File: config.mk
export PLATFORM = sky130hd
export DESIGN_NAME = dispatch_ctrl
export DESIGN_NICKNAME = d
export VERILOG_FILES = /design/src/design/dispatch_pkg.sv /design/src/design/dispatch_ctrl.sv
export VERILOG_INCLUDE_DIRS = /design/src /design/src/design
export SDC_FILE = /design/constraint.sdc
export NUM_CORES = 1
export LEC_CHECK = 0
export ABC_AREA = 1
export BUFFER_PORTS_ARGS = -buffer_cell sky130_fd_sc_hd__buf_4
export CORE_AREA = 2 2 39 41
export DETAILED_ROUTE_END_ITERATION = 7
export DIE_AREA = 0 0 41 43
export SLEW_MARGIN = 10
export SYNTH_ARGS = -nofsm -noshare
export SYNTH_HDL_FRONTEND = slang
export SYNTH_SLANG_ARGS = --single-unit
File: constraint.sdc
create_clock -name vclk -period 0.8
set_input_delay 0.04 -clock vclk [all_inputs]
set_output_delay 0.04 -clock vclk [all_outputs]
set_load 0.02 [all_outputs]
File: src/design/dispatch_defines.svh
// Dispatch stage parameters
// Widths and counts shared by the dispatch package and all dispatch modules

`ifndef DISPATCH_DEFINES_SVH
`define DISPATCH_DEFINES_SVH

// Uops presented by the uop queue each cycle
`define NUM_DP_UOP        2

// VRF read ports shared by both uops
`define NUM_DP_VRF        4

// ROB size and width of a ROB slot number
`define ROB_DEPTH         8
`define ROB_INDEX_WIDTH   3

// Width of a vector register number
`define VREG_INDEX_WIDTH  5

// Vector register width in bits
`define VLEN              128

// Scalar operand width in bits
`define XLEN              32

`endif

File: src/design/dispatch_pkg.sv
// Dispatch package
// Vector types, uop and ROB structs and the execution unit encoding

`include "dispatch_defines.svh"

package dispatch_pkg;

    typedef logic [`VREG_INDEX_WIDTH-1:0] vreg_index_t;
    typedef logic [`VLEN-1:0]             vreg_data_t;
    typedef logic [`ROB_INDEX_WIDTH-1:0]  rob_index_t;
    typedef logic [`XLEN-1:0]             xreg_data_t;
    typedef logic [5:0]                   funct6_t;
    typedef logic [2:0]                   funct3_t;

    // Reservation station picked by a uop
    typedef enum logic {
        ALU = 1'b0,
        MUL = 1'b1
    } exe_unit_e;

    // Uop as delivered by the uop queue
    typedef struct packed {
        vreg_index_t vs1_index;
        logic        vs1_valid;
        vreg_index_t vs2_index;
        logic        vs2_valid;
        vreg_index_t vd_index;
        logic        vd_valid;   // writes vd
        logic        vs3_valid;  // reads vd as a source
        logic        vm;
        exe_unit_e   exe_unit;
        funct6_t     funct6;
        funct3_t     funct3;
        xreg_data_t  rs1_data;
        logic        rs1_valid;
        logic        last_uop;
    } uop_t;

    // One ROB slot as seen by dispatch
    typedef struct packed {
        logic        valid;
        vreg_index_t w_index;
        logic        w_valid;    // result has been written back
        vreg_data_t  w_data;
    } rob_entry_t;

    // Bypass choice per source
    typedef struct packed {
        logic        vs1_use_rob;
        rob_index_t  vs1_rob_index;
        logic        vs2_use_rob;
        rob_index_t  vs2_rob_index;
        logic        vd_use_rob;
        rob_index_t  vd_rob_index;
    } src_sel_t;

    typedef struct packed {
        vreg_data_t  v0;
        vreg_data_t  vs1;
        vreg_data_t  vs2;
        vreg_data_t  vd;
    } operands_t;

    // Payload for the ALU and MUL reservation stations
    typedef struct packed {
        rob_index_t  rob_entry;
        funct6_t     funct6;
        funct3_t     funct3;
        logic        vm;
        vreg_data_t  v0_data;
        vreg_data_t  vs1_data;
        logic        vs1_valid;
        vreg_data_t  vs2_data;
        logic        vs2_valid;
        vreg_data_t  vd_data;
        logic        vd_valid;
        xreg_data_t  rs1_data;
        logic        rs1_valid;
    } rs_uop_t;

    typedef struct packed {
        vreg_index_t w_index;
        logic        last_uop;
    } rob_uop_t;

endpackage

File: src/design/dispatch_ctrl.sv
// Dispatch issue control
// Decides in program order which uops issue and drives the handshakes
// toward the uop queue, the reservation stations and the ROB

`include "dispatch_defines.svh"

module dispatch_ctrl (
    input  logic                   [`NUM_DP_UOP-1:0] uop_valid,
    input  logic                   [`NUM_DP_UOP-1:0] rob_hazard,
    input  logic                                     uop_hazard,
    input  logic                                     struct_hazard,
    input  dispatch_pkg::exe_unit_e [`NUM_DP_UOP-1:0] exe_unit,
    input  logic                   [`NUM_DP_UOP-1:0] rs_ready_alu,
    input  logic                   [`NUM_DP_UOP-1:0] rs_ready_mul,
    input  logic                   [`NUM_DP_UOP-1:0] rob_push_ready,
    output logic                   [`NUM_DP_UOP-1:0] uop_ready,
    output logic                   [`NUM_DP_UOP-1:0] rs_valid_alu,
    output logic                   [`NUM_DP_UOP-1:0] rs_valid_mul,
    output logic                   [`NUM_DP_UOP-1:0] rob_push_valid
);

    logic [`NUM_DP_UOP-1:0] to_alu;
    logic [`NUM_DP_UOP-1:0] rs_ready;
    logic [`NUM_DP_UOP-1:0] can_issue;
    logic [`NUM_DP_UOP-1:0] issue;

    // Ready of the RS this uop is headed for
    always_comb begin
        for (int i = 0; i < `NUM_DP_UOP; i++) begin
            to_alu[i]    = exe_unit[i] == dispatch_pkg::ALU;
            rs_ready[i]  = to_alu[i] ? rs_ready_alu[i] : rs_ready_mul[i];
            can_issue[i] = uop_valid[i] && !rob_hazard[i] &&
                           rs_ready[i] && rob_push_ready[i];
        end
    end

    // Younger uops issue only together with every older one
    always_comb begin
        issue[0] = can_issue[0];
        for (int i = 1; i < `NUM_DP_UOP; i++) begin
            issue[i] = can_issue[i] && issue[i-1] && !uop_hazard && !struct_hazard;
        end
    end

    assign uop_ready      = issue;
    assign rob_push_valid = issue;
    assign rs_valid_alu   = issue & to_alu;
    assign rs_valid_mul   = issue & ~to_alu;

endmodule

Word-level counts from Yosys, hierarchy flattened
Cells that the tools add are included.

Register bits: 0. Word-level logic and storage cells: 20.

Bitwise gates (word level): 5. Reductions and logical operators: 13. Multiplexer cells: 2.

Operators with widths (count): logical AND 1 bit (9); bitwise AND 2 bit (2); logical NOT 1 bit (4); 2-to-1 mux 1 bit (2); inverter 1 bit (2); inverter 2 bit (1).

Longest topological paths before layout
Gate-level depths: netlist of run 1.

Word-level depth: 8. Depth in mapped cells: 6. Gate-level depth less buffers: 5.

Worst setup path after synthesis of run 1
Ideal clock, no wire load.

Kind: input-to-output. From: in rob_push_ready[0]. To: out uop_ready[1]. Buffers on the path: 1. Setup slack: -0.088 ns. Arrival time: 0.848 ns. Stages on the path: 5. Cell sequence: nand2_1 nor2_1 nand2_2 nor2_1 buf_4.

Longest elaborated chain between the ends: 4.

RTL lines: start, declared (RTL line dispatch_ctrl.sv:15) `` input logic [`NUM_DP_UOP-1:0] rob_push_ready, ``; logical AND 1 bit (RTL line dispatch_ctrl.sv:33) `rs_ready[i] && rob_push_ready[i];`; logical AND 1 bit (3 in series) (RTL line dispatch_ctrl.sv:41) `issue[i] = can_issue[i] && issue[i-1] && !uop_hazard && !struct_hazard;`; end, declared (RTL line dispatch_ctrl.sv:16) `` output logic [`NUM_DP_UOP-1:0] uop_ready, ``.

Every way passes these cells.

Worst setup path after layout of run 1
From: in exe_unit[0] (netlist bit). To: out rs_valid_alu[1].

Longest elaborated chain between the ends: 7.

RTL lines: start, declared (RTL line dispatch_ctrl.sv:12) `` input dispatch_pkg::exe_unit_e [`NUM_DP_UOP-1:0] exe_unit, ``; 2-to-1 mux 1 bit (RTL line dispatch_ctrl.sv:31) `rs_ready[i] = to_alu[i] ? rs_ready_alu[i] : rs_ready_mul[i];`; logical AND 1 bit (RTL line dispatch_ctrl.sv:32) `can_issue[i] = uop_valid[i] && !rob_hazard[i] &&`; logical AND 1 bit (RTL line dispatch_ctrl.sv:33); logical AND 1 bit (3 in series) (RTL line dispatch_ctrl.sv:41); bitwise AND 2 bit (RTL line dispatch_ctrl.sv:47) `assign rs_valid_alu = issue & to_alu;`; end, declared (RTL line dispatch_ctrl.sv:17) `` output logic [`NUM_DP_UOP-1:0] rs_valid_alu, ``.

Every way passes these cells.

==> results of run 1 <==
cells in the final DEF, fill, tap and decap left out:
cell type,count
buf_4,19
nand2_1,5
inv_1,4
buf_6,3
nor2_2,2
nand2_2,2
inv_2,2
nor2_1,2
nor3_2,2
o21ai_1,1
nor3_1,1
nand3_2,1
nor2_4,1
routing by layer:
metal  wire length (um)  GRT usage (%)  share of wire [%]
met1                130           3.80                 31
met2                207           9.38                 50
met3                 80          0.524                 19
met4                  0              0                  0
met5                  0              0                  0
critical path: cells and delay by family:
kind | cells | cell delay, ns
buf+inv | 2 | 0.28
compound gates | 1 | 0.15
simple gates | 2 | 0.29
power by group:
group / switching, W / leakage (nW) / internal [W]
clock: 0 / 0 / 0
combinational: 0.0000417 / 0.172 / 0.0000612
sequential: 0 / 0 / 0
total: 0.0000417 / 0.172 / 0.0000612
cells by family after synthesis:
family	count (synthesis)	share of synthesized area, %
AOI/OAI and AO/OA	1	4.54
buffers and inverters	8	34.1
and+or+nand+nor	16	61.4
metrics by stage:
stage                      TNS, ns  utilization, %  setup WS, ns
after global placement     -0.0130            20.4      -0.00997
after global routing        -0.131            23.2       -0.0502
after floorplan            -0.0845               -       -0.0423
final                            0            23.2       0.00391
after detailed placement   -0.0269            20.4       -0.0212
after CTS                 -0.00317            21.0      -0.00317
what timing repair did:
action | 4_1_cts | 5_1_grt
hold endpoints to repair | 0 | 0
pin swaps | 0 | 2
endpoints found under the setup margin | 2 | 5
gates resized for setup | 2 | 10
worst paths after layout:
path	startpoint	end	slack, ns	cells after the start
worst min-delay path	exe_unit[0]	rs_valid_alu[0]	0.36	3
worst max-delay path	exe_unit[0]	rs_valid_alu[1]	0.004	5
layout make-up:
| class | count | area (um^2) | area share (%) |
|---|---|---|---|
| Inverter | 6 | 22.5 | 7.00 |
| Timing Repair Buffer | 22 | 176 | 54.9 |
| Tap cell | 16 | 20.0 | 6.23 |
| Multi-Input combinational cell | 17 | 103 | 31.9 |
==> metrics.md, run 1 <==
| Metric | Value |
|---|---|
| Outcome | finished, final reports clean |
| Largest stage delay, worst path | 0.17 ns |
| Number of diodes | 0 |
| Area enclosed by the die boundary | 1760 um^2 |
| Ratio of cells with drive above 1 in the final layout | 71.1% |
| Number of antenna-violating nets in the routed design | 0 |
| Mapped Nets | 39 |
| GRT Residual Overflow | 0 |
| Clock buffers | 0 |
| Max transition margin | 89.2% |
| Fin cells | 61 |
| Minimum hold slack | 0.362 ns |
| Number of instances in the placed design | 61 |
| Number of setup violations in the final report | 0 |
| Horizontal extent of the die | 41 um |
| Vias per cell | 3.62 |
| Warning count from the yosys run | 0 |
| Top achievable clock speed | 1260 MHz |
| Worst setup EP type | output port |
| Setup repair after global routing missed its margin | true |
| Number of remaining DRC errors | 0 |
| Largest cells by area after synthesis | inv_1, nand2_1, nor2_1, nor3_1, buf_4 |
| Critical path fanouts, max | 4 |
| Via count of the first global-routing pass | 184 |
| Maximum ir drop on the vdd rail | 96.9 uV |
| Seq Cell Count | 0 |
| Total power | 0.000103 W |
| Type of the setup path with the least slack | in2out |
| Final non-filler cell area | 322 um^2 |
| Syn-to-layout area delta | 192% |
| Power Dens Cells | 320 nW/um^2 |
| Count of buffers added by post-CTS timing repair for setup | 0 |
| DR vias | 221 |
| Boundary pin count | 22 |
| Post-layout min period | 0.796 ns |
| Sequential cell area | 0 um^2 |
| Iteration-0 DRC Markers | 0 |
| Fill cells | 161 |
| Pin count of the biggest net entering global routing | 5 |
| Starting density of the core | 7.96% |
| Global-route wire length before repair | 572 um |
| Global placement routability congestion | 0.594 |
| Post-detailed-placement cell area | 283 um^2 |
| Endpoint required time on the critical path | 0.76 ns |
| Worst endpoint data arrival time | 0.76 ns |
| Die Height | 43 um |
| Cell type with the largest total area after synthesis | inv_1 |
| Initial antenna violation count | 0 |
| Fraction of synthesized cell area taken by the top area cell type | 20.5% |
| First-pass iteration count of the detailed router | 1 |
| Final HPWL DP | 366 um |
| Portion of the clock cycle consumed by the worst path in the final layout | 99.5% |
| Total count of max-transition violations in the final report | 0 |
| Count of input and output buffers | 22 |
| Fraction of the yosys area taken by sequential cells | 0% |
| Synthesized netlist cell count | 25 |
| Most frequent cells after synthesis | inv_1, nand2_1, nor2_1 |
| Maxcap violations | 0 |
| # hold bufs at CTS | 0 |
| Cell chain of the critical path | buf_4, o21ai_1, nand2_2, nor3_2, buf_4 |
| Rows | 14 |
| Worst hold path class | in2out |
| Final count of hold timing violations | 0 |
| Post-Syn Area | 110 um^2 |
| Average cell area after synthesis | 4.40 um^2 |
| Critical Path Source Type | input port |
| Leakage power of the design | 0.172 nW |
| Placeable core region | 1380 um^2 |
| CP most frequent cell | buf_4 |
| DR WL/cell | 6.85 um |
| Net count of the finished layout | 61 |
| Aggregate global-route resource usage | 4.30% |
| Transition at the pin with the smallest max-transition slack | 0.161 ns |
| Count of unique library cells instantiated by Yosys | 8 |
| Crit path max-delay cell type | nor3_2 |
| Sum of routed wire length over all layers | 418 um |
No activity file was read; power rests on OpenSTA's default activity.
==> inputs of run 2 (changes only) <==
SETUP_SLACK_MARGIN = 0.3   (was unset)
==> metrics.md, run 2 (synthesized netlist as in run 1, its figures left out) <==
| Metric | Value |
|---|---|
| Outcome | finished, final reports clean |
| Type of the setup path with the least slack | in2out |
| Maximum ir drop on the vdd rail | 105 uV |
| Top library cells by usage in the layout, fill and taps aside | buf_4, buf_6, buf_8 |
| Final HPWL DP | 488 um |
| DR vias | 242 |
| Count of input and output buffers | 22 |
| Worst hold path class | in2out |
| Cell chain of the critical path | buf_8, nand2_8, nor2_4, nand2_4, nor3_2, buf_4 |
| Area taken by multi-input logic gates | 193 um^2 |
| Sequential cell area | 0 um^2 |
| Placeable core region | 1380 um^2 |
| Area enclosed by the die boundary | 1760 um^2 |
| Max transition margin | 90.8% |
| Crit path max-delay cell type | nor3_2 |
| DR WL/cell | 7.82 um |
| Minimum hold slack | 0.424 ns |
| Portion of the clock cycle consumed by the worst path in the final layout | 94.3% |
| GRT Residual Overflow | 0 |
| Hold depth | 4 |
| Via count of the first global-routing pass | 238 |
| Final count of hold timing violations | 0 |
| Sum of routed wire length over all layers | 516 um |
| Pin count of the biggest net entering global routing | 5 |
| Fin cells | 66 |
| Net count of the finished layout | 66 |
| Rows | 14 |
| Number of remaining DRC errors | 0 |
| Number of antenna-violating nets in the routed design | 0 |
| Final non-filler cell area | 546 um^2 |
| Aggregate global-route resource usage | 6.20% |
| Critical path fanouts, max | 4 |
| Seq Cell Count | 0 |
| Top achievable clock speed | 1330 MHz |
| Ratio of cells with drive above 1 in the final layout | 98.0% |
| Cell family with the largest share of critical-path delay | simple AND/OR/NAND/NOR gates |
| Endpoint required time on the critical path | 0.76 ns |
| Setup repair after global routing missed its margin | true |
| Number of diodes | 0 |
| Logic depth of the worst path, buffers included | 6 |
| Starting density of the core | 7.96% |
| Maxcap violations | 0 |
| Number of setup violations in the final report | 0 |
| Horizontal extent of the die | 41 um |
| Largest stage delay, worst path | 0.16 ns |
| Critical Path Source Type | input port |
| Post-Route Utilization | 39.4% |
| Vias per cell | 3.67 |
| Total power | 0.000215 W |
| First-pass iteration count of the detailed router | 2 |
| Clock buffers | 0 |
| Total count of max-transition violations in the final report | 0 |
| Global-route wire length before repair | 841 um |
| Transition at the pin with the smallest max-transition slack | 0.137 ns |
| Leakage power of the design | 0.248 nW |
| Buf/Inv on CP | 2 |
| Post-layout min period | 0.754 ns |
| Global placement routability congestion | 0.696 |
| Fill cells | 145 |
| Worst endpoint data arrival time | 0.71 ns |
| Most common cell after layout, fill and taps aside | buf_4 |
| Die Height | 43 um |
| Post-detailed-placement cell area | 470 um^2 |
| Iteration-0 DRC Markers | 1 |
| Worst setup EP type | output port |
| Number of instances in the placed design | 65 |
| Boundary pin count | 22 |
| Power Dens Cells | 393 nW/um^2 |
| Syn-to-layout area delta | 395% |
| Initial antenna violation count | 0 |
## run 2: report_power, final
group	leakage (nW)	total (W)	internal, W	switching [W]
clock network	0	0	0	0
logic	0.248	0.000215	0.000120	0.0000942
registers	0	0	0	0
## run 2: what timing repair did
item,in CTS,in global routing
setup buffers,0,1
hold buffers,0,0
hold endpoints to repair,0,0
setup endpoints to repair,8,8
gates resized for setup,14,4
gates cloned,0,0
pin swaps,6,6
## run 2: worst paths after layout
path	start	to
worst max-delay path	rob_push_ready[0]	rs_valid_alu[1]
worst min-delay path	exe_unit[0]	rs_valid_alu[0]
## run 2: routing by layer
metal / up-vias / part of all wire (%) / GRT usage, %
met4: 0 / 0 / 0
met1: 108 / 30 / 7.30
met2: 10 / 60 / 12.2
met5: - / 0 / 0
li1: 124 / - / -
met3: 0 / 9.1 / 0
## run 2: metrics by stage
step | TNS, ns | setup WS (ns)
floorplan | 0 | 0.132
global placement | -0.0534 | -0.0491
detailed placement | -0.0507 | -0.0490
CTS | -0.00139 | -0.00139
global route | 0 | 0.00721
finish | 0 | 0.0457
## run 2: area by class of cell
type	count	area share, %
Tap cell	16	3.67
Multi-Input combinational cell	17	35.3
Inverter	6	11.5
Timing Repair Buffer	27	49.5
==> inputs of run 3 (changes only) <==
CELL_PAD_IN_SITES_DETAIL_PLACEMENT = 1   (was unset)
CELL_PAD_IN_SITES_GLOBAL_PLACEMENT = 1   (was unset)
PLACE_DENSITY_LB_ADDON = 0.1   (was unset)
==> metrics.md, run 3 (synthesized netlist as in run 1, its figures left out) <==
| Metric | Value |
|---|---|
| Met1 layer usage reported by global route | 10.2% |
| Final HPWL DP | 571 um |
| Cell family with the largest share of critical-path delay | buffers and inverters |
| Most common cell after layout, fill and taps aside | buf_4 |
| GR met2 Demand/Resource | 15.6% |
| Global placement routability congestion | 0.573 |
| Post-layout min period | 0.772 ns |
| Clock buffers | 0 |
| GRT Residual Overflow | 0 |
| Transition at the pin with the smallest max-transition slack | 0.137 ns |
| Area enclosed by the die boundary | 1760 um^2 |
| Ratio of cells with drive above 1 in the final layout | 98.0% |
| Cell chain of the critical path | buf_8, inv_12, o21ai_4, nand2_4, nor3_2, buf_4 |
| Starting density of the core | 7.96% |
| Endpoint required time on the critical path | 0.76 ns |
| Total count of max-transition violations in the final report | 0 |
| Global-route wire length before repair | 1080 um |
| Iteration-0 DRC Markers | 0 |
| Pin count of the biggest net entering global routing | 5 |
| Critical Path Source | rs_ready_alu[0] |
| Global-route track usage on met3 | 0% |
| Sequential cell area | 0 um^2 |
| Worst setup EP type | output port |
| Initial antenna violation count | 0 |
| Placeable core region | 1380 um^2 |
| Min-Delay Startpoint | exe_unit[0] |
| Critical Path Source Type | input port |
| Final count of hold timing violations | 0 |
| Boundary pin count | 22 |
| Horizontal extent of the die | 41 um |
| DR WL/cell | 9.30 um |
| Outcome | finished, final reports clean |
| Critical Path Sink | rs_valid_alu[1] |
| Vias per cell | 3.73 |
| Least setup slack across all paths after layout | 0.0281 ns |
| Type of the setup path with the least slack | in2out |
| Worst slack, placed | -0.0722 ns |
| Minimum hold slack | 0.416 ns |
| Setup_tns | 0 ns |
| Buf/Inv on CP | 3 |
| DR vias | 246 |
| Logic depth of the worst path, buffers included | 6 |
| Syn-to-layout area delta | 386% |
| Largest stage delay, worst path | 0.16 ns |
| Seq Cell Count | 0 |
| Net count of the finished layout | 66 |
| Top library cells by usage in the layout, fill and taps aside | buf_4, buf_6, nor2_4 |
| Top achievable clock speed | 1300 MHz |
| Aggregate global-route resource usage | 8.20% |
| Post-detailed-placement cell area | 470 um^2 |
| Most congested layer reported by global routing | met2 |
| Critical path fanouts, max | 4 |
| Count of input and output buffers | 22 |
| Total power | 0.000213 W |
| Power Dens Cells | 398 nW/um^2 |
| First-pass iteration count of the detailed router | 1 |
| Worst endpoint data arrival time | 0.73 ns |
| Portion of the clock cycle consumed by the worst path in the final layout | 96.5% |
| Final non-filler cell area | 536 um^2 |
| Fill cells | 164 |
| Die Height | 43 um |
| Crit path max-delay cell type | nor3_2 |
| Number of antenna-violating nets in the routed design | 0 |
| Maxcap violations | 0 |
| Max transition margin | 90.8% |
| Rows | 14 |
| Number of diodes | 0 |
| Via count of the first global-routing pass | 266 |
| Number of remaining DRC errors | 0 |
| Number of setup violations in the final report | 0 |
| Worst hold path class | in2out |
| Leakage power of the design | 0.248 nW |
| Sum of routed wire length over all layers | 614 um |
| # hold bufs at CTS | 0 |
| Setup repair after global routing missed its margin | true |
| Maximum ir drop on the vdd rail | 112 uV |
==> run 3: changes by cell type in the layout (fill, tap and decap cells not counted) <==
cell     delta
nand2_4     +1
buf_4       +2
nand2_2     -1
buf_8       -2
==> run 3: layout make-up <==
cell class | instances | area (um^2) | area share (%)
inverter | 6 | 62.6 | 11.7
multi-input combinational | 17 | 198 | 36.9
tap | 16 | 20.0 | 3.74
timing repair buffer | 27 | 255 | 47.7
==> run 3: worst min-delay path, delay by kind of cell <==
family,cells,cell delay (ns)
buffers and inverters,2,0.23
AND/OR/NAND/NOR,2,0.10
==> run 3: stage by stage <==
step | cells | utilization [%]
floorplan | 25 | -
global placement | 65 | 34.0
detailed placement | 65 | 34.0
CTS | 66 | 37.8
global route | 66 | 38.7
finish | 66 | 38.7
==> run 3: how the worst min path moves through the flow <==
stage / to / depth (start not counted)
after global routing: rs_valid_mul[0] / 4
after floorplan: rs_valid_alu[0] / 1
after detailed placement: rs_valid_mul[0] / 5
after CTS: rs_valid_alu[0] / 5
after global placement: rs_valid_mul[0] / 5
final: rs_valid_mul[0] / 4
==> run 3: power by group <==
| group | internal (W) | switching, W | total [W] |
|---|---|---|---|
| sequential | 0 | 0 | 0 |
| clock | 0 | 0 | 0 |
| combinational | 0.000116 | 0.0000973 | 0.000213 |
| total | 0.000116 | 0.0000973 | 0.000213 |
==> run 3: repair_timing <==
action / 4_1_cts / 5_1_grt
endpoints found under the setup margin: 8 / 8
pin swaps: 6 / 2
hold endpoints to repair: 0 / 0
buffers inserted: 1 / 0
gates resized for setup: 12 / 3
==> run 3: layer usage <==
layer / wire length, um / vias to the layer above
li1: - / 125
met1: 188 / 108
met2: 371 / 13
met3: 54 / 0
met4: 0 / 0
met5: 0 / -
